**src/design/gbc_io_pkg.sv**
```systemverilog
`default_nettype none

package gbc_io_pkg;

    // ==================================================
    // Widths
    // ==================================================
    typedef logic [15:0] io_addr_t;
    typedef logic [7:0]  io_data_t;
    typedef logic [31:0] axi_data_t;
    typedef logic [3:0]  axi_strb_t;
    typedef logic [1:0]  axi_resp_t;
    // Bit 3 (serial) never set in this block
    typedef logic [4:0]  irq_vec_t;

    // ==================================================
    // Register map
    // ==================================================
    localparam io_addr_t ADDR_SB   = 16'hFF01;
    localparam io_addr_t ADDR_SC   = 16'hFF02;
    localparam io_addr_t ADDR_DIV  = 16'hFF04;
    localparam io_addr_t ADDR_TIMA = 16'hFF05;
    localparam io_addr_t ADDR_TMA  = 16'hFF06;
    localparam io_addr_t ADDR_TAC  = 16'hFF07;
    localparam io_addr_t ADDR_IF   = 16'hFF0F;
    localparam io_addr_t ADDR_IE   = 16'hFFFF;

    // AXI response codes
    localparam axi_resp_t RESP_OKAY   = 2'b00;
    localparam axi_resp_t RESP_SLVERR = 2'b10;

    // Interrupt bit positions in IF and IE
    localparam int IRQ_VBLANK  = 0;
    localparam int IRQ_LCDSTAT = 1;
    localparam int IRQ_TIMER   = 2;
    localparam int IRQ_JOYPAD  = 4;

    localparam int HEARTBEAT_WIDTH_DEFAULT = 8;

endpackage

`default_nettype wire

```
**src/design/axil_io_slave.sv**
```systemverilog
`timescale 1ns/1ps
`default_nettype none

module axil_io_slave (
    input  logic                  clock_in,
    input  logic                  synch_reset,
    // AXI4-Lite write channels
    input  logic [31:0]           awaddr,
    input  logic                  awvalid,
    output logic                  awready,
    input  gbc_io_pkg::axi_data_t wdata,
    input  gbc_io_pkg::axi_strb_t wstrb,
    input  logic                  wvalid,
    output logic                  wready,
    output logic                  bvalid,
    output gbc_io_pkg::axi_resp_t bresp,
    input  logic                  bready,
    // AXI4-Lite read channels
    input  logic [31:0]           araddr,
    input  logic                  arvalid,
    output logic                  arready,
    output logic                  rvalid,
    output gbc_io_pkg::axi_data_t rdata,
    output gbc_io_pkg::axi_resp_t rresp,
    input  logic                  rready,
    // Register bus
    output gbc_io_pkg::io_addr_t  reg_addr,
    output gbc_io_pkg::io_data_t  reg_wdata,
    output logic                  reg_we,
    output logic                  reg_re,
    input  gbc_io_pkg::io_data_t  reg_rdata,
    input  logic                  addr_hit
);

    import gbc_io_pkg::*;

    logic wr_go;
    logic rd_go;

    // ==================================================
    // Handshake and arbitration
    // ==================================================

    // Write needs both address and data, and no response waiting
    assign wr_go = awvalid && wvalid && !bvalid;

    // Read yields to a write in the same cycle
    assign rd_go = arvalid && !rvalid && !wr_go;

    assign awready = wr_go;
    assign wready  = wr_go;
    assign arready = rd_go;

    // Only one side drives the register bus in a given cycle
    assign reg_addr  = wr_go ? awaddr[15:0] : araddr[15:0];
    assign reg_wdata = wdata[7:0];
    assign reg_we    = wr_go && wstrb[0];
    assign reg_re    = rd_go;

    // ==================================================
    // Write response
    // ==================================================
    always_ff @(posedge clock_in) begin
        if (synch_reset) begin
            bvalid <= 1'b0;
            bresp  <= RESP_OKAY;
        end else if (wr_go) begin
            bvalid <= 1'b1;
            bresp  <= addr_hit ? RESP_OKAY : RESP_SLVERR;
        end else if (bready) begin
            bvalid <= 1'b0;
        end
    end

    // ==================================================
    // Read response
    // ==================================================
    always_ff @(posedge clock_in) begin
        if (synch_reset) begin
            rvalid <= 1'b0;
            rdata  <= '0;
            rresp  <= RESP_OKAY;
        end else if (rd_go) begin
            rvalid <= 1'b1;
            // Register value sits in byte lane 0
            rdata  <= {24'h000000, reg_rdata};
            rresp  <= addr_hit ? RESP_OKAY : RESP_SLVERR;
        end else if (rready) begin
            rvalid <= 1'b0;
        end
    end

endmodule

`default_nettype wire

```
**src/design/io_register_bank.sv**
```systemverilog
`timescale 1ns/1ps
`default_nettype none

module io_register_bank (
    input  logic                 clock_in,
    input  logic                 synch_reset,
    input  gbc_io_pkg::io_addr_t reg_addr,
    input  gbc_io_pkg::io_data_t reg_wdata,
    input  logic                 reg_we,
    input  logic                 reg_re,
    output gbc_io_pkg::io_data_t reg_rdata,
    output logic                 addr_hit,
    input  gbc_io_pkg::io_data_t tim_rdata,
    input  gbc_io_pkg::io_data_t if_rdata,
    input  gbc_io_pkg::io_data_t ie_rdata,
    output logic                 timer_sel_we,
    output logic                 if_we,
    output logic                 ie_we,
    output gbc_io_pkg::io_data_t sb_value
);

    import gbc_io_pkg::*;

    logic     sel_sb, sel_sc, sel_tim, sel_if, sel_ie;
    io_data_t sb_q;
    logic     sc_start;
    logic     sc_clk_int;

    // Address decode
    assign sel_sb  = (reg_addr == ADDR_SB);
    assign sel_sc  = (reg_addr == ADDR_SC);
    assign sel_tim = (reg_addr == ADDR_DIV) || (reg_addr == ADDR_TIMA) ||
                     (reg_addr == ADDR_TMA) || (reg_addr == ADDR_TAC);
    assign sel_if  = (reg_addr == ADDR_IF);
    assign sel_ie  = (reg_addr == ADDR_IE);

    assign addr_hit = sel_sb || sel_sc || sel_tim || sel_if || sel_ie;

    // Write strobes for the other register owners
    assign timer_sel_we = reg_we && sel_tim;
    assign if_we        = reg_we && sel_if;
    assign ie_we        = reg_we && sel_ie;

    // ==================================================
    // Serial registers
    // ==================================================
    always_ff @(posedge clock_in) begin
        if (synch_reset) begin
            sb_q       <= '0;
            sc_start   <= 1'b0;
            sc_clk_int <= 1'b0;
        end else if (reg_we) begin
            if (sel_sb)
                sb_q <= reg_wdata;
            if (sel_sc) begin
                sc_start   <= reg_wdata[7];
                sc_clk_int <= reg_wdata[0];
            end
        end
    end

    assign sb_value = sb_q;

    // Read mux, 0xFF when nothing is addressed
    always_comb begin
        reg_rdata = 8'hFF;
        if (reg_re) begin
            if (sel_sb)
                reg_rdata = sb_q;
            else if (sel_sc)
                reg_rdata = {sc_start, 6'b111111, sc_clk_int};
            else if (sel_tim)
                reg_rdata = tim_rdata;
            else if (sel_if)
                reg_rdata = if_rdata;
            else if (sel_ie)
                reg_rdata = ie_rdata;
        end
    end

endmodule

`default_nettype wire

```
**src/design/timer_unit.sv**
```systemverilog
`timescale 1ns/1ps
`default_nettype none

module timer_unit (
    input  logic                 clock_in,
    input  logic                 synch_reset,
    input  gbc_io_pkg::io_addr_t reg_addr,
    input  gbc_io_pkg::io_data_t reg_wdata,
    input  logic                 timer_sel_we,
    output gbc_io_pkg::io_data_t tim_rdata,
    output logic                 timer_req
);

    import gbc_io_pkg::*;

    logic [15:0] div_cnt;
    io_data_t    tima;
    io_data_t    tma;
    logic [2:0]  tac;
    logic        tap_bit;
    logic        tap_prev;
    logic        tick;
    logic        wr_div, wr_tima, wr_tma, wr_tac;

    // Timer registers differ only in the two low address bits
    assign wr_div  = timer_sel_we && (reg_addr[1:0] == ADDR_DIV[1:0]);
    assign wr_tima = timer_sel_we && (reg_addr[1:0] == ADDR_TIMA[1:0]);
    assign wr_tma  = timer_sel_we && (reg_addr[1:0] == ADDR_TMA[1:0]);
    assign wr_tac  = timer_sel_we && (reg_addr[1:0] == ADDR_TAC[1:0]);

    // ==================================================
    // Divider and tap select
    // ==================================================
    always_ff @(posedge clock_in) begin
        if (synch_reset || wr_div)
            div_cnt <= '0;
        else
            div_cnt <= div_cnt + 16'd1;
    end

    always_comb begin
        case (tac[1:0])
            2'b00:   tap_bit = div_cnt[9];
            2'b01:   tap_bit = div_cnt[3];
            2'b10:   tap_bit = div_cnt[5];
            default: tap_bit = div_cnt[7];
        endcase
    end

    // Count on the falling edge of the gated tap
    assign tick = tap_prev && !(tap_bit && tac[2]);

    // ==================================================
    // TIMA, TMA, TAC
    // ==================================================
    always_ff @(posedge clock_in) begin
        if (synch_reset) begin
            tap_prev  <= 1'b0;
            tima      <= '0;
            tma       <= '0;
            tac       <= '0;
            timer_req <= 1'b0;
        end else begin
            tap_prev  <= tap_bit && tac[2];
            timer_req <= 1'b0;
            if (wr_tma)
                tma <= reg_wdata;
            if (wr_tac)
                tac <= reg_wdata[2:0];
            if (wr_tima) begin
                tima <= reg_wdata;
            end else if (tick) begin
                if (tima == 8'hFF) begin
                    // Overflow reloads from TMA
                    tima      <= tma;
                    timer_req <= 1'b1;
                end else begin
                    tima <= tima + 8'd1;
                end
            end
        end
    end

    always_comb begin
        case (reg_addr[1:0])
            ADDR_DIV[1:0]:  tim_rdata = div_cnt[15:8];
            ADDR_TIMA[1:0]: tim_rdata = tima;
            ADDR_TMA[1:0]:  tim_rdata = tma;
            default:        tim_rdata = {5'b11111, tac};
        endcase
    end

endmodule

`default_nettype wire

```
**src/design/interrupt_ctrl.sv**
```systemverilog
`timescale 1ns/1ps
`default_nettype none

module interrupt_ctrl (
    input  logic                 clock_in,
    input  logic                 synch_reset,
    input  gbc_io_pkg::io_data_t reg_wdata,
    input  logic                 if_we,
    input  logic                 ie_we,
    input  logic                 timer_req,
    input  logic                 vblank_req,
    input  logic                 lcdstat_req,
    input  logic                 joypad_req,
    output gbc_io_pkg::io_data_t if_rdata,
    output gbc_io_pkg::io_data_t ie_rdata,
    output logic                 irq
);

    import gbc_io_pkg::*;

    // Sources that exist here, serial is left out
    localparam irq_vec_t IRQ_MASK = irq_vec_t'((1 << IRQ_VBLANK) | (1 << IRQ_LCDSTAT) |
                                               (1 << IRQ_TIMER) | (1 << IRQ_JOYPAD));

    irq_vec_t req_vec;
    irq_vec_t if_q;
    io_data_t ie_q;

    always_comb begin
        req_vec              = '0;
        req_vec[IRQ_VBLANK]  = vblank_req;
        req_vec[IRQ_LCDSTAT] = lcdstat_req;
        req_vec[IRQ_TIMER]   = timer_req;
        req_vec[IRQ_JOYPAD]  = joypad_req;
    end

    // ==================================================
    // IF and IE
    // ==================================================
    always_ff @(posedge clock_in) begin
        if (synch_reset) begin
            if_q <= '0;
            ie_q <= '0;
        end else begin
            // New requests win over a clearing write
            if (if_we)
                if_q <= (reg_wdata[4:0] & IRQ_MASK) | req_vec;
            else
                if_q <= if_q | req_vec;
            if (ie_we)
                ie_q <= reg_wdata;
        end
    end

    assign if_rdata = {3'b111, if_q};
    assign ie_rdata = ie_q;

    assign irq = |(if_q & ie_q[4:0]);

endmodule

`default_nettype wire

```
**src/design/debug_led_driver.sv**
```systemverilog
`timescale 1ns/1ps
`default_nettype none

module debug_led_driver #(
    parameter int HEARTBEAT_WIDTH = gbc_io_pkg::HEARTBEAT_WIDTH_DEFAULT
) (
    input  logic                 clock_in,
    input  logic                 synch_reset,
    input  logic                 led_select,
    input  gbc_io_pkg::io_data_t sb_value,
    output gbc_io_pkg::io_data_t led
);

    import gbc_io_pkg::*;

    logic [HEARTBEAT_WIDTH-1:0] hb_cnt;
    io_data_t                   hb_byte;
    io_data_t                   sb_q;

    // Heartbeat byte steps once per counter wrap
    always_ff @(posedge clock_in) begin
        if (synch_reset) begin
            hb_cnt  <= '0;
            hb_byte <= '0;
            sb_q    <= '0;
        end else begin
            hb_cnt <= hb_cnt + 1'b1;
            if (hb_cnt == '1)
                hb_byte <= hb_byte + 8'd1;
            sb_q <= sb_value;
        end
    end

    assign led = led_select ? hb_byte : sb_q;

endmodule

`default_nettype wire

```
**src/design/gbc_io_top.sv**
```systemverilog
`timescale 1ns/1ps
`default_nettype none

module gbc_io_top #(
    parameter int HEARTBEAT_WIDTH = gbc_io_pkg::HEARTBEAT_WIDTH_DEFAULT
) (
    input  logic                  clock_in,
    input  logic                  synch_reset,
    input  logic [31:0]           awaddr,
    input  logic                  awvalid,
    output logic                  awready,
    input  gbc_io_pkg::axi_data_t wdata,
    input  gbc_io_pkg::axi_strb_t wstrb,
    input  logic                  wvalid,
    output logic                  wready,
    output logic                  bvalid,
    output gbc_io_pkg::axi_resp_t bresp,
    input  logic                  bready,
    input  logic [31:0]           araddr,
    input  logic                  arvalid,
    output logic                  arready,
    output logic                  rvalid,
    output gbc_io_pkg::axi_data_t rdata,
    output gbc_io_pkg::axi_resp_t rresp,
    input  logic                  rready,
    input  logic                  vblank_req,
    input  logic                  lcdstat_req,
    input  logic                  joypad_req,
    input  logic                  led_select,
    output gbc_io_pkg::io_data_t  led,
    output logic                  irq
);

    import gbc_io_pkg::*;

    // ==================================================
    // Internal nets
    // ==================================================
    io_addr_t reg_addr;
    io_data_t reg_wdata;
    io_data_t reg_rdata;
    logic     reg_we;
    logic     reg_re;
    logic     addr_hit;
    io_data_t tim_rdata;
    io_data_t if_rdata;
    io_data_t ie_rdata;
    logic     timer_sel_we;
    logic     if_we;
    logic     ie_we;
    logic     timer_req;
    io_data_t sb_value;

    // ==================================================
    // Instances
    // ==================================================
    axil_io_slave slave0 (
        .clock_in(clock_in), .synch_reset(synch_reset),
        .awaddr(awaddr), .awvalid(awvalid), .awready(awready),
        .wdata(wdata), .wstrb(wstrb), .wvalid(wvalid), .wready(wready),
        .bvalid(bvalid), .bresp(bresp), .bready(bready),
        .araddr(araddr), .arvalid(arvalid), .arready(arready),
        .rvalid(rvalid), .rdata(rdata), .rresp(rresp), .rready(rready),
        .reg_addr(reg_addr), .reg_wdata(reg_wdata), .reg_we(reg_we),
        .reg_re(reg_re), .reg_rdata(reg_rdata), .addr_hit(addr_hit)
    );

    io_register_bank bank0 (
        .clock_in(clock_in), .synch_reset(synch_reset),
        .reg_addr(reg_addr), .reg_wdata(reg_wdata), .reg_we(reg_we),
        .reg_re(reg_re), .reg_rdata(reg_rdata), .addr_hit(addr_hit),
        .tim_rdata(tim_rdata), .if_rdata(if_rdata), .ie_rdata(ie_rdata),
        .timer_sel_we(timer_sel_we), .if_we(if_we), .ie_we(ie_we),
        .sb_value(sb_value)
    );

    timer_unit timer0 (
        .clock_in(clock_in), .synch_reset(synch_reset),
        .reg_addr(reg_addr), .reg_wdata(reg_wdata),
        .timer_sel_we(timer_sel_we), .tim_rdata(tim_rdata),
        .timer_req(timer_req)
    );

    interrupt_ctrl intr0 (
        .clock_in(clock_in), .synch_reset(synch_reset),
        .reg_wdata(reg_wdata), .if_we(if_we), .ie_we(ie_we),
        .timer_req(timer_req), .vblank_req(vblank_req),
        .lcdstat_req(lcdstat_req), .joypad_req(joypad_req),
        .if_rdata(if_rdata), .ie_rdata(ie_rdata), .irq(irq)
    );

    debug_led_driver #(
        .HEARTBEAT_WIDTH(HEARTBEAT_WIDTH)
    ) led0 (
        .clock_in(clock_in), .synch_reset(synch_reset),
        .led_select(led_select), .sb_value(sb_value), .led(led)
    );

endmodule

`default_nettype wire

```
**config.mk**
```make
export PLATFORM = sky130hd
export DESIGN_NAME = gbc_io_top
export DESIGN_NICKNAME = d
export VERILOG_FILES = /design/src/design/gbc_io_pkg.sv /design/src/design/axil_io_slave.sv /design/src/design/io_register_bank.sv /design/src/design/timer_unit.sv /design/src/design/interrupt_ctrl.sv /design/src/design/debug_led_driver.sv /design/src/design/gbc_io_top.sv
export SDC_FILE = /design/constraint.sdc
export NUM_CORES = 1
export LEC_CHECK = 0
export BUFFER_PORTS_ARGS = -buffer_cell sky130_fd_sc_hd__buf_4
export CAP_MARGIN = 20
export CORE_AREA = 5 5 108 110
export CTS_BUF_LIST = sky130_fd_sc_hd__clkbuf_8
export CTS_CLUSTER_SIZE = 40
export DETAILED_ROUTE_END_ITERATION = 7
export DIE_AREA = 0 0 113 115
export PLACE_DENSITY = 0.81
export SYNTH_ARGS = -nofsm -noshare
export SYNTH_HDL_FRONTEND = slang
export SYNTH_SLANG_ARGS = --single-unit
```
**constraint.sdc**
```tcl
create_clock -name clock_in -period 2.15 [get_ports clock_in]
set_clock_uncertainty 0.05 [all_clocks]
set_input_delay 0.215 -clock clock_in [delete_from_list [all_inputs] [get_ports clock_in]]
set_output_delay 0.215 -clock clock_in [all_outputs]
set_load 0.005 [all_outputs]
```
==> results of run 1 <==
==> final timing paths <==
check                                   start                      endpoint  slack [ns]  cells after the start
setup reg to reg   slave0.bvalid$_SDFFE_PP0P_  slave0.rdata[6]$_SDFFE_PP0P_        0.09                      6
setup / recovery   slave0.bvalid$_SDFFE_PP0P_  slave0.rdata[6]$_SDFFE_PP0P_        0.09                      6
hold reg to reg   timer0.timer_req$_SDFF_PP0_      intr0.if_q[2]$_SDFF_PP0_        0.41                      2
hold / removal                     joypad_req      intr0.if_q[4]$_SDFF_PP0_        0.03                      3
==> layout make-up <==
| cell class | count | area share |
|---|---|---|
| Multi-Input combinational cell | 421 | 0.461 |
| Sequential cell | 95 | 0.318 |
| Timing Repair Buffer | 115 | 0.151 |
| Tap cell | 140 | 0.0292 |
| Clock buffer | 9 | 0.0207 |
| Clock inverter | 7 | 0.0144 |
| Inverter | 9 | 0.00606 |
==> sequential cells by signal, summed over array words and instances (netlist names), 3 cells and up <==
signal / flops
timer0.div_cnt: 16
bank0.sb_value: 8
intr0.ie_rdata: 8
led0.hb_byte: 8
led0.hb_cnt: 8
led0.sb_q: 8
slave0.rdata: 8
timer0.tima: 8
timer0.tma: 8
intr0.if_q: 4
timer0.tac: 3
==> placed cells by master (no fill, tap or decap), types with 12 or more instances in the layout <==
cell type and instances:
a21oi_1 29, buf_4 111, conb_1 26, dfxtp_1 93, mux2_2 12, mux2i_1 43
nand2_1 41, nand3_1 22, nand4_1 13, nor2_1 76, nor2b_1 13, o21ai_0 19
xor2_1 15
==> cell usage after synthesis (2+ instances only) <==
master    number
a211o_1        2
a211oi_1       4
a21o_1         2
a21oi_1       29
a22oi_1        2
a31oi_1        2
and3_1        10
and4_1         2
buf_2          3
buf_4         29
clkbuf_1       9
dfxtp_1       95
ha_1           4
inv_1          8
mux2_2        12
mux2i_1       44
mux4_2         3
nand2_1       41
nand2b_1       6
nand3_1       22
nand3b_1       4
nand4_1       13
nor2_1        76
nor2b_1       13
nor3_1         6
nor4_1         5
o211ai_1       3
o21a_1         3
o21ai_0       21
o221ai_1       3
o22a_1         3
o31ai_1        3
or3_1          5
or4_4          2
xnor2_1        8
xor2_1        15
==> metrics by stage <==
stage	power (mW)	cells	cell area, sq um	setup slack [ns]	TNS [ns]
6_report	3.40	796	5990	0.0934	0
5_1_grt	3.56	796	5990	0.00191	0
4_1_cts	3.42	794	5940	0.0153	0
3_5_place_dp	2.23	776	5710	-0.153	-1.84
3_3_place_gp	2.21	776	5710	-0.116	-1.46
2_1_floorplan	2.05	567	4940	-0.00384	-0.00767
==> repair_timing <==
action	in CTS	in global routing
cloned	0	0
setup buffers	2	2
endpoints found under the setup margin	4	23
pin swaps	0	1
hold endpoints to repair	0	0
resized for setup	2	10
==> layer usage <==
metal | vias up | part of all wire
met1 | 2084 | 0.40
met5 | - | 0
met2 | 174 | 0.52
met3 | 26 | 0.064
li1 | 2102 | -
met4 | 0 | 0.021
==> tightest hold or removal path, cell delays in order <==
cell,delay (ns)
buf_4,0.11
inv_1,0.05
a21oi_1,0.05
==> power breakdown <==
part	internal, mW	switching (mW)	leakage [nW]	total, mW
Sequential	1.79	0.0274	0.771	1.82
Combinational	0.183	0.195	1.62	0.377
Clock	0.468	0.737	0.105	1.20
==> logic make-up after synthesis <==
group	after synthesis	share of synthesized area
AO/OA/AOI/OAI	93	0.127
XOR/XNOR	23	0.0416
adder cells (fa/ha/maj)	4	0.0103
buffers and inverters	51	0.0644
flip-flops	95	0.393
multiplexers	60	0.136
other	1	0.000775
AND/OR/NAND/NOR	215	0.227
==> impl_metrics.env, run 1 <==
export IMPL_status="finished, final reports clean"
export IMPL_wl_per_cell_um=16.1
export IMPL_cts_hold_buf=0
export IMPL_dieArea_sq_mm=0.0130
export IMPL_synth_edf_count=0
export IMPL_drt_first_pass_iters=7
export IMPL_synth_top_area_share=0.393
export IMPL_critPathBufInv=1
export IMPL_vias_per_cell=5.51
export IMPL_grt_use_met2=0.353
export IMPL_syn_area_sq_mm=0.00484
export IMPL_ant_nets=0
export IMPL_cp_start_kind="flop"
export IMPL_synth_largest_area_cell="dfxtp_1"
export IMPL_synthFlopType="dfxtp_1"
export IMPL_path_class="reg -> reg"
export IMPL_grt_pass1_vias=4238
export IMPL_grt_util_all_layers=0.194
export IMPL_cts_buffers=9
export IMPL_initial_utilization=0.456
export IMPL_gp_congestion=0.866
export IMPL_antenna_found_initial=0
export IMPL_cp_arrival_ns=2.27
export IMPL_asyncSetResetFlopFracSynth=0
export IMPL_die_x_um=113
export IMPL_cts_root_buffer="clkbuf_8"
export IMPL_clk_latency_ns=0.38
export IMPL_rsz0062_at_grt="no"
export IMPL_clkSlewWorstSetupHoldPaths_ns=0.11
export IMPL_grt_pass1_wl_um=20500
export IMPL_layout_min_cycle_time_ns=2.06
export IMPL_crit_family="simple AND/OR/NAND/NOR gates"
export IMPL_cp_cell_sequence="nand3b_4, buf_4, mux2_2, or3_1, o221ai_1, o21ai_0"
export IMPL_drive_gt1_frac=0.256
export IMPL_synth_seq_cells=95
export IMPL_peakVddDrop_mv=0.461
export IMPL_via_count=4386
export IMPL_grt_met1_usage=0.231
export IMPL_wirelength_um=12800
export IMPL_fill_cells=899
export IMPL_slew_viol_final=0
export IMPL_drcViolationCount=0
export IMPL_slew_headroom=0.594
export IMPL_finalHoldViolCount=0
export IMPL_met3_usage=0.0368
export IMPL_yosys_warnings=0
export IMPL_avgSynthCellArea_sq_um=8.92
export IMPL_antenna_cells=0
export IMPL_netlist_instances=542
export IMPL_ys_seq_area_frac=0.393
export IMPL_setup_viol=0
export IMPL_hp_class="in -> reg"
export IMPL_syn2layout_area_growth_pct=23.9
export IMPL_grt_max_degree=44
export IMPL_hold_ws_ns=0.0281
export IMPL_p_leak_nw=2.50
export IMPL_worst_pin_slew_ns=0.601
export IMPL_top_usage_layer="met2"
export IMPL_powerDensity_mw_per_mm2=568
export IMPL_clock_sinks=95
export IMPL_ios=161
export IMPL_port_buffers=75
export IMPL_fin_nets=766
export IMPL_ys_top_cells_by_area="dfxtp_1, mux2i_1, nor2_1"
export IMPL_postLayoutCoreUtil=0.565
export IMPL_cp_slowest_stage_delay_ns=0.46
export IMPL_cp_end_kind="flop"
export IMPL_hpwl_um=9660
export IMPL_cp_max_fo=10
export IMPL_core_sq_mm=0.0106
export IMPL_fmaxAchievable_mhz=486
export IMPL_row_count=38
export IMPL_crit_required_ns=2.36
export IMPL_ys_types=66
export IMPL_fin_crit_sh=0.957
export IMPL_max_cap_violations=0
export IMPL_cts_tree="yes"
export IMPL_clock_path_buffers=2
export IMPL_fp_dieH_um=115
export IMPL_crit_slowest_cell="or3_1"
export IMPL_register_area_sq_mm=0.00190
export IMPL_drtIter0Drc=437
export IMPL_h_tree_depth=3
export IMPL_multi_input_area_sq_mm=0.00276
export IMPL_overflow=0
No activity file was read; power rests on OpenSTA's default activity.
==> run 2: changes to the inputs <==
- BUFFER_PORTS_ARGS: -buffer_cell sky130_fd_sc_hd__buf_4 -> -buffer_cell sky130_fd_sc_hd__buf_2
==> impl_metrics.env, run 2 (synthesis results as in run 1) <==
export IMPL_clk_latency_ns=0.38
export IMPL_gp_congestion=0.892
export IMPL_drive_gt1_frac=0.250
export IMPL_finalHoldViolCount=0
export IMPL_p_leak_nw=2.42
export IMPL_cp_max_fo=6
export IMPL_row_count=38
export IMPL_min_from="vblank_req"
export IMPL_clkSlewWorstSetupHoldPaths_ns=0.11
export IMPL_whs_endpoint="intr0.if_q[0]$_SDFF_PP0_"
export IMPL_rr_worst_depth=7
export IMPL_drt_first_pass_iters=6
export IMPL_powerDensity_mw_per_mm2=586
export IMPL_slew_headroom=0.557
export IMPL_overflow=0
export IMPL_ios=161
export IMPL_core_sq_mm=0.0106
export IMPL_cp_end_kind="flop"
export IMPL_rrSetupSlack_ns=0.08
export IMPL_h_tree_depth=3
export IMPL_die_x_um=113
export IMPL_worst_pin_slew_ns=0.656
export IMPL_max_cap_violations=0
export IMPL_vias_per_cell=5.42
export IMPL_regToRegEndpoint="bank0.sc_clk_int$_SDFFE_PP0P_"
export IMPL_cts_buffers=9
export IMPL_top_register="timer0.div_cnt"
export IMPL_initial_utilization=0.456
export IMPL_dieArea_sq_mm=0.0130
export IMPL_fin_crit_sh=0.963
export IMPL_pre_cts_ws_ns=-0.148
export IMPL_port_buffers=75
export IMPL_critPathBufInv=1
export IMPL_cp_arrival_ns=2.28
export IMPL_antenna_found_initial=0
export IMPL_fmaxAchievable_mhz=483
export IMPL_clock_path_buffers=2
export IMPL_layout_min_cycle_time_ns=2.07
export IMPL_rsz0062_at_grt="no"
export IMPL_hpwl_um=9550
export IMPL_ant_nets=0
export IMPL_cp_startpoint="slave0.bvalid$_SDFFE_PP0P_"
export IMPL_fill_cells=937
export IMPL_wl_per_cell_um=15.8
export IMPL_fp_dieH_um=115
export IMPL_cts_tree="yes"
export IMPL_grt_pass1_wl_um=20600
export IMPL_setup_slack_ns=0.0786
export IMPL_hp_class="in -> reg"
export IMPL_clock_sinks=95
export IMPL_path_class="reg -> reg"
export IMPL_crit_slowest_cell="or4b_4"
export IMPL_syn2layout_area_growth_pct=18.5
export IMPL_drcViolationCount=0
export IMPL_holdPathStages=3
export IMPL_peakVddDrop_mv=0.367
export IMPL_fin_nets=762
export IMPL_largest_reg_flops=16
export IMPL_cts_root_buffer="clkbuf_8"
export IMPL_cp_slowest_stage_delay_ns=0.56
export IMPL_slew_viol_final=0
export IMPL_grt_pass1_vias=4291
export IMPL_crit_required_ns=2.36
export IMPL_register_area_sq_mm=0.00190
export IMPL_cp_cell_sequence="nand3b_4, inv_2, or4b_4, and2_4, or3_4, mux2i_1, nor2_1"
export IMPL_final_common_cell="dfxtp_1"
export IMPL_via_count=4289
export IMPL_antenna_cells=0
export IMPL_crit_reg2reg_launch="slave0.bvalid$_SDFFE_PP0P_"
export IMPL_status="finished, final reports clean"
export IMPL_drtIter0Drc=512
export IMPL_fin_setup_tns_ns=0
export IMPL_layout_common_cells="dfxtp_1, nor2_1, buf_2"
export IMPL_grt_util_all_layers=0.193
export IMPL_grt_max_degree=54
export IMPL_cp_start_kind="flop"
export IMPL_crit_family="simple AND/OR/NAND/NOR gates"
export IMPL_setup_viol=0
export IMPL_wirelength_um=12500
export IMPL_multi_input_area_sq_mm=0.00275
==> run 2: area by class of cell <==
class	instances	share of cell area
Clock buffer	9	0.0216
Clock inverter	7	0.0142
Inverter	9	0.00589
Multi-Input combinational cell	421	0.479
Sequential cell	95	0.332
Tap cell	140	0.0306
Timing Repair Buffer	111	0.117
==> run 2: where the power goes <==
| part | total, mW | leakage, nW | switching [mW] | internal (mW) |
|---|---|---|---|---|
| registers | 1.82 | 0.770 | 0.0251 | 1.79 |
| clock network | 1.20 | 0.104 | 0.736 | 0.466 |
| logic | 0.337 | 1.54 | 0.190 | 0.147 |
| total | 3.36 | 2.42 | 0.951 | 2.41 |
==> run 2: timing repair <==
| item | CTS | global route |
|---|---|---|
| gates resized for setup | 0 | 7 |
| setup endpoints to repair | 0 | 21 |
| endpoints found under the hold margin | 0 | 0 |
| setup buffers | 0 | 1 |
| hold buffers | 0 | 0 |
==> run 2: worst max path at each step <==
| stage | to | cells after the start |
|---|---|---|
| floorplan | slave0.rdata[2]$_SDFFE_PP0P_ | 8 |
| global placement | slave0.rdata[7]$_SDFFE_PP0P_ | 7 |
| detailed placement | slave0.rdata[7]$_SDFFE_PP0P_ | 7 |
| CTS | timer0.tima[3]$_SDFFE_PP0P_ | 8 |
| global route | timer0.tima[7]$_SDFFE_PP0P_ | 6 |
| finish | bank0.sc_clk_int$_SDFFE_PP0P_ | 7 |
==> run 2: metal layers <==
metal | share of wire | wire (um) | GRT usage
met2 | 0.51 | 6370 | 0.346
met1 | 0.40 | 5030 | 0.231
met5 | 0 | 0 | 0
met3 | 0.069 | 862 | 0.0416
met4 | 0.021 | 259 | 0.0625
==> run 2: worst register-to-register path, stage by stage, from the launching register on <==
cell and delay, ns:
dfxtp_2 0.34, nand3b_4 0.15, inv_2 0.08, or4b_4 0.56
and2_4 0.20, or3_4 0.38, mux2i_1 0.15, nor2_1 0.06
==> run 2: stage by stage <==
step	utilization	power [mW]	instance area [sq um]	std cells	hold WS, ns
floorplan	-	2.05	4940	567	0.294
global placement	0.519	2.18	5500	775	0.388
detailed placement	0.519	2.19	5500	775	0.389
CTS	0.538	3.36	5710	791	0.00364
global route	0.541	3.51	5730	792	0.0126
finish	0.541	3.36	5730	792	0.00622
==> run 3: changes to the inputs <==
- CELL_PAD_IN_SITES_DETAIL_PLACEMENT: not set -> 0
- CELL_PAD_IN_SITES_GLOBAL_PLACEMENT: not set -> 1
- CORE_AREA: 5 5 108 110 -> 5 5 124 126
- DIE_AREA: 0 0 113 115 -> 0 0 129 131
- PLACE_DENSITY: 0.81 -> 0.82
==> impl_metrics.env, run 3 (synthesis results as in run 1) <==
export IMPL_status="finished, final reports clean"
export IMPL_wirelength_um=12900
export IMPL_dpl_cell_count=822
export IMPL_cp_max_fo=10
export IMPL_path_class="reg -> reg"
export IMPL_top_register="timer0.div_cnt"
export IMPL_cp_start_kind="flop"
export IMPL_fin_setup_tns_ns=0
export IMPL_cts_root_buffer="clkbuf_8"
export IMPL_rsz0062_at_grt="yes"
export IMPL_overflow=0
export IMPL_port_buffers=75
export IMPL_rr_worst_depth=8
export IMPL_syn2layout_area_growth_pct=21.8
export IMPL_fin_crit_sh=0.958
export IMPL_crit_slowest_cell="dfxtp_2"
export IMPL_antenna_found_initial=0
export IMPL_clock_sinks=95
export IMPL_cp_arrival_ns=2.29
export IMPL_via_count=4205
export IMPL_cp_slowest_stage_delay_ns=0.34
export IMPL_row_count=44
export IMPL_h_tree_depth=3
export IMPL_core_sq_mm=0.0142
export IMPL_setup_viol=0
export IMPL_ios=161
export IMPL_grt_met1_usage=0.190
export IMPL_max_cap_violations=0
export IMPL_fin_nets=769
export IMPL_layout_min_cycle_time_ns=2.06
export IMPL_final_common_cell="dfxtp_1"
export IMPL_drive_gt1_frac=0.258
export IMPL_initial_utilization=0.341
export IMPL_wl_per_cell_um=15.3
export IMPL_grt_pass1_wl_um=21200
export IMPL_postLayoutCoreUtil=0.415
export IMPL_grt_pass1_vias=4267
export IMPL_vias_per_cell=4.99
export IMPL_cp_end_kind="flop"
export IMPL_drcViolationCount=0
export IMPL_crit_reg2reg_launch="slave0.bvalid$_SDFFE_PP0P_"
export IMPL_hold_ws_ns=0.0238
export IMPL_min_from="lcdstat_req"
export IMPL_drtIter0Drc=239
export IMPL_critPathBufInv=2
export IMPL_final_cells=843
export IMPL_hp_class="in -> reg"
export IMPL_holdPathStages=3
export IMPL_layout_common_cells="dfxtp_1, nor2_1, buf_2"
export IMPL_largest_reg_flops=16
export IMPL_gp_congestion=0.862
export IMPL_top_usage_layer="met2"
export IMPL_slew_viol_final=0
export IMPL_ant_nets=0
export IMPL_clk_latency_ns=0.38
export IMPL_grt_util_all_layers=0.157
export IMPL_peakVddDrop_mv=0.269
export IMPL_fmaxAchievable_mhz=485
export IMPL_crit_required_ns=2.38
export IMPL_cts_tree="yes"
export IMPL_grt_max_degree=45
export IMPL_crit_family="compound AO/OA/AOI/OAI gates"
export IMPL_whs_endpoint="intr0.if_q[1]$_SDFF_PP0_"
export IMPL_slew_headroom=0.561
export IMPL_clkSlewWorstSetupHoldPaths_ns=0.10
export IMPL_met3_usage=0.0321
export IMPL_dieArea_sq_mm=0.0169
export IMPL_clock_path_buffers=2
export IMPL_fp_dieH_um=131
export IMPL_die_x_um=129
export IMPL_powerDensity_mw_per_mm2=590
export IMPL_grt_use_met2=0.277
export IMPL_drt_first_pass_iters=7
export IMPL_antenna_cells=0
export IMPL_hpwl_um=9880
export IMPL_worst_pin_slew_ns=0.641
export IMPL_cp_cell_sequence="nand3b_4, inv_6, mux2i_2, buf_12, mux2i_1, o2bb2ai_1, a221oi_1, a211o_1"
export IMPL_rrSetupSlack_ns=0.09
export IMPL_finalHoldViolCount=0
export IMPL_p_leak_nw=2.47
export IMPL_regToRegEndpoint="slave0.rdata[7]$_SDFFE_PP0P_"
export IMPL_power_mw=3.48
export IMPL_cts_buffers=9
[run 3: layer usage]
metal	routed length (um)	share of wire	up-vias
met2	6450	0.50	80
li1	-	-	2098
met3	623	0.048	23
met4	280	0.022	0
met5	0	0	-
met1	5520	0.43	2004
[run 3: area by class of cell]
cell class | instances | area [sq um]
Clock buffer | 9 | 124
Clock inverter | 7 | 97.6
Inverter | 9 | 38.8
Fill cell | 1394 | 8310
Multi-Input combinational cell | 421 | 2760
Tap cell | 184 | 230
Timing Repair Buffer | 118 | 741
Sequential cell | 95 | 1900
[run 3: worst reg2reg max path: cells and delay by family, from the launching register on]
kind / cells / cell delay [ns]
buffers and inverters: 2 / 0.31
flip-flops: 1 / 0.34
multiplexers: 2 / 0.46
AO/OA/AOI/OAI: 3 / 0.60
AND/OR/NAND/NOR: 1 / 0.21
[run 3: repair_timing]
action	4_1_cts	5_1_grt
pin swaps	0	3
hold buffers	2	0
endpoints found under the setup margin	5	16
resized for setup	2	9
endpoints found under the hold margin	2	0
setup buffers	1	2
[run 3: metrics by stage]
stage / setup slack [ns] / instance area (sq um)
2_1_floorplan: -0.00384 / 4940
3_3_place_gp: -0.137 / 5580
3_5_place_dp: -0.141 / 5580
4_1_cts: 0.00134 / 5840
5_1_grt: -0.00690 / 5890
6_report: 0.0900 / 5890
[run 3: worst max-delay path by stage]
stage / from / end / depth (start not counted)
floorplan: slave0.bvalid$_SDFFE_PP0P_ / slave0.rdata[2]$_SDFFE_PP0P_ / 8
global placement: awaddr[4] / slave0.rdata[7]$_SDFFE_PP0P_ / 7
detailed placement: awaddr[4] / slave0.rdata[7]$_SDFFE_PP0P_ / 7
CTS: slave0.bvalid$_SDFFE_PP0P_ / bank0.sc_start$_SDFFE_PP0P_ / 7
global route: slave0.bvalid$_SDFFE_PP0P_ / slave0.bresp[1]$_SDFFE_PP0N_ / 7
finish: slave0.bvalid$_SDFFE_PP0P_ / slave0.rdata[7]$_SDFFE_PP0P_ / 8
[run 3: report_power, final]
| part | total [mW] | internal, mW | switching [mW] |
|---|---|---|---|
| Sequential | 1.82 | 1.79 | 0.0270 |
| Clock | 1.31 | 0.578 | 0.729 |
| Combinational | 0.349 | 0.153 | 0.196 |
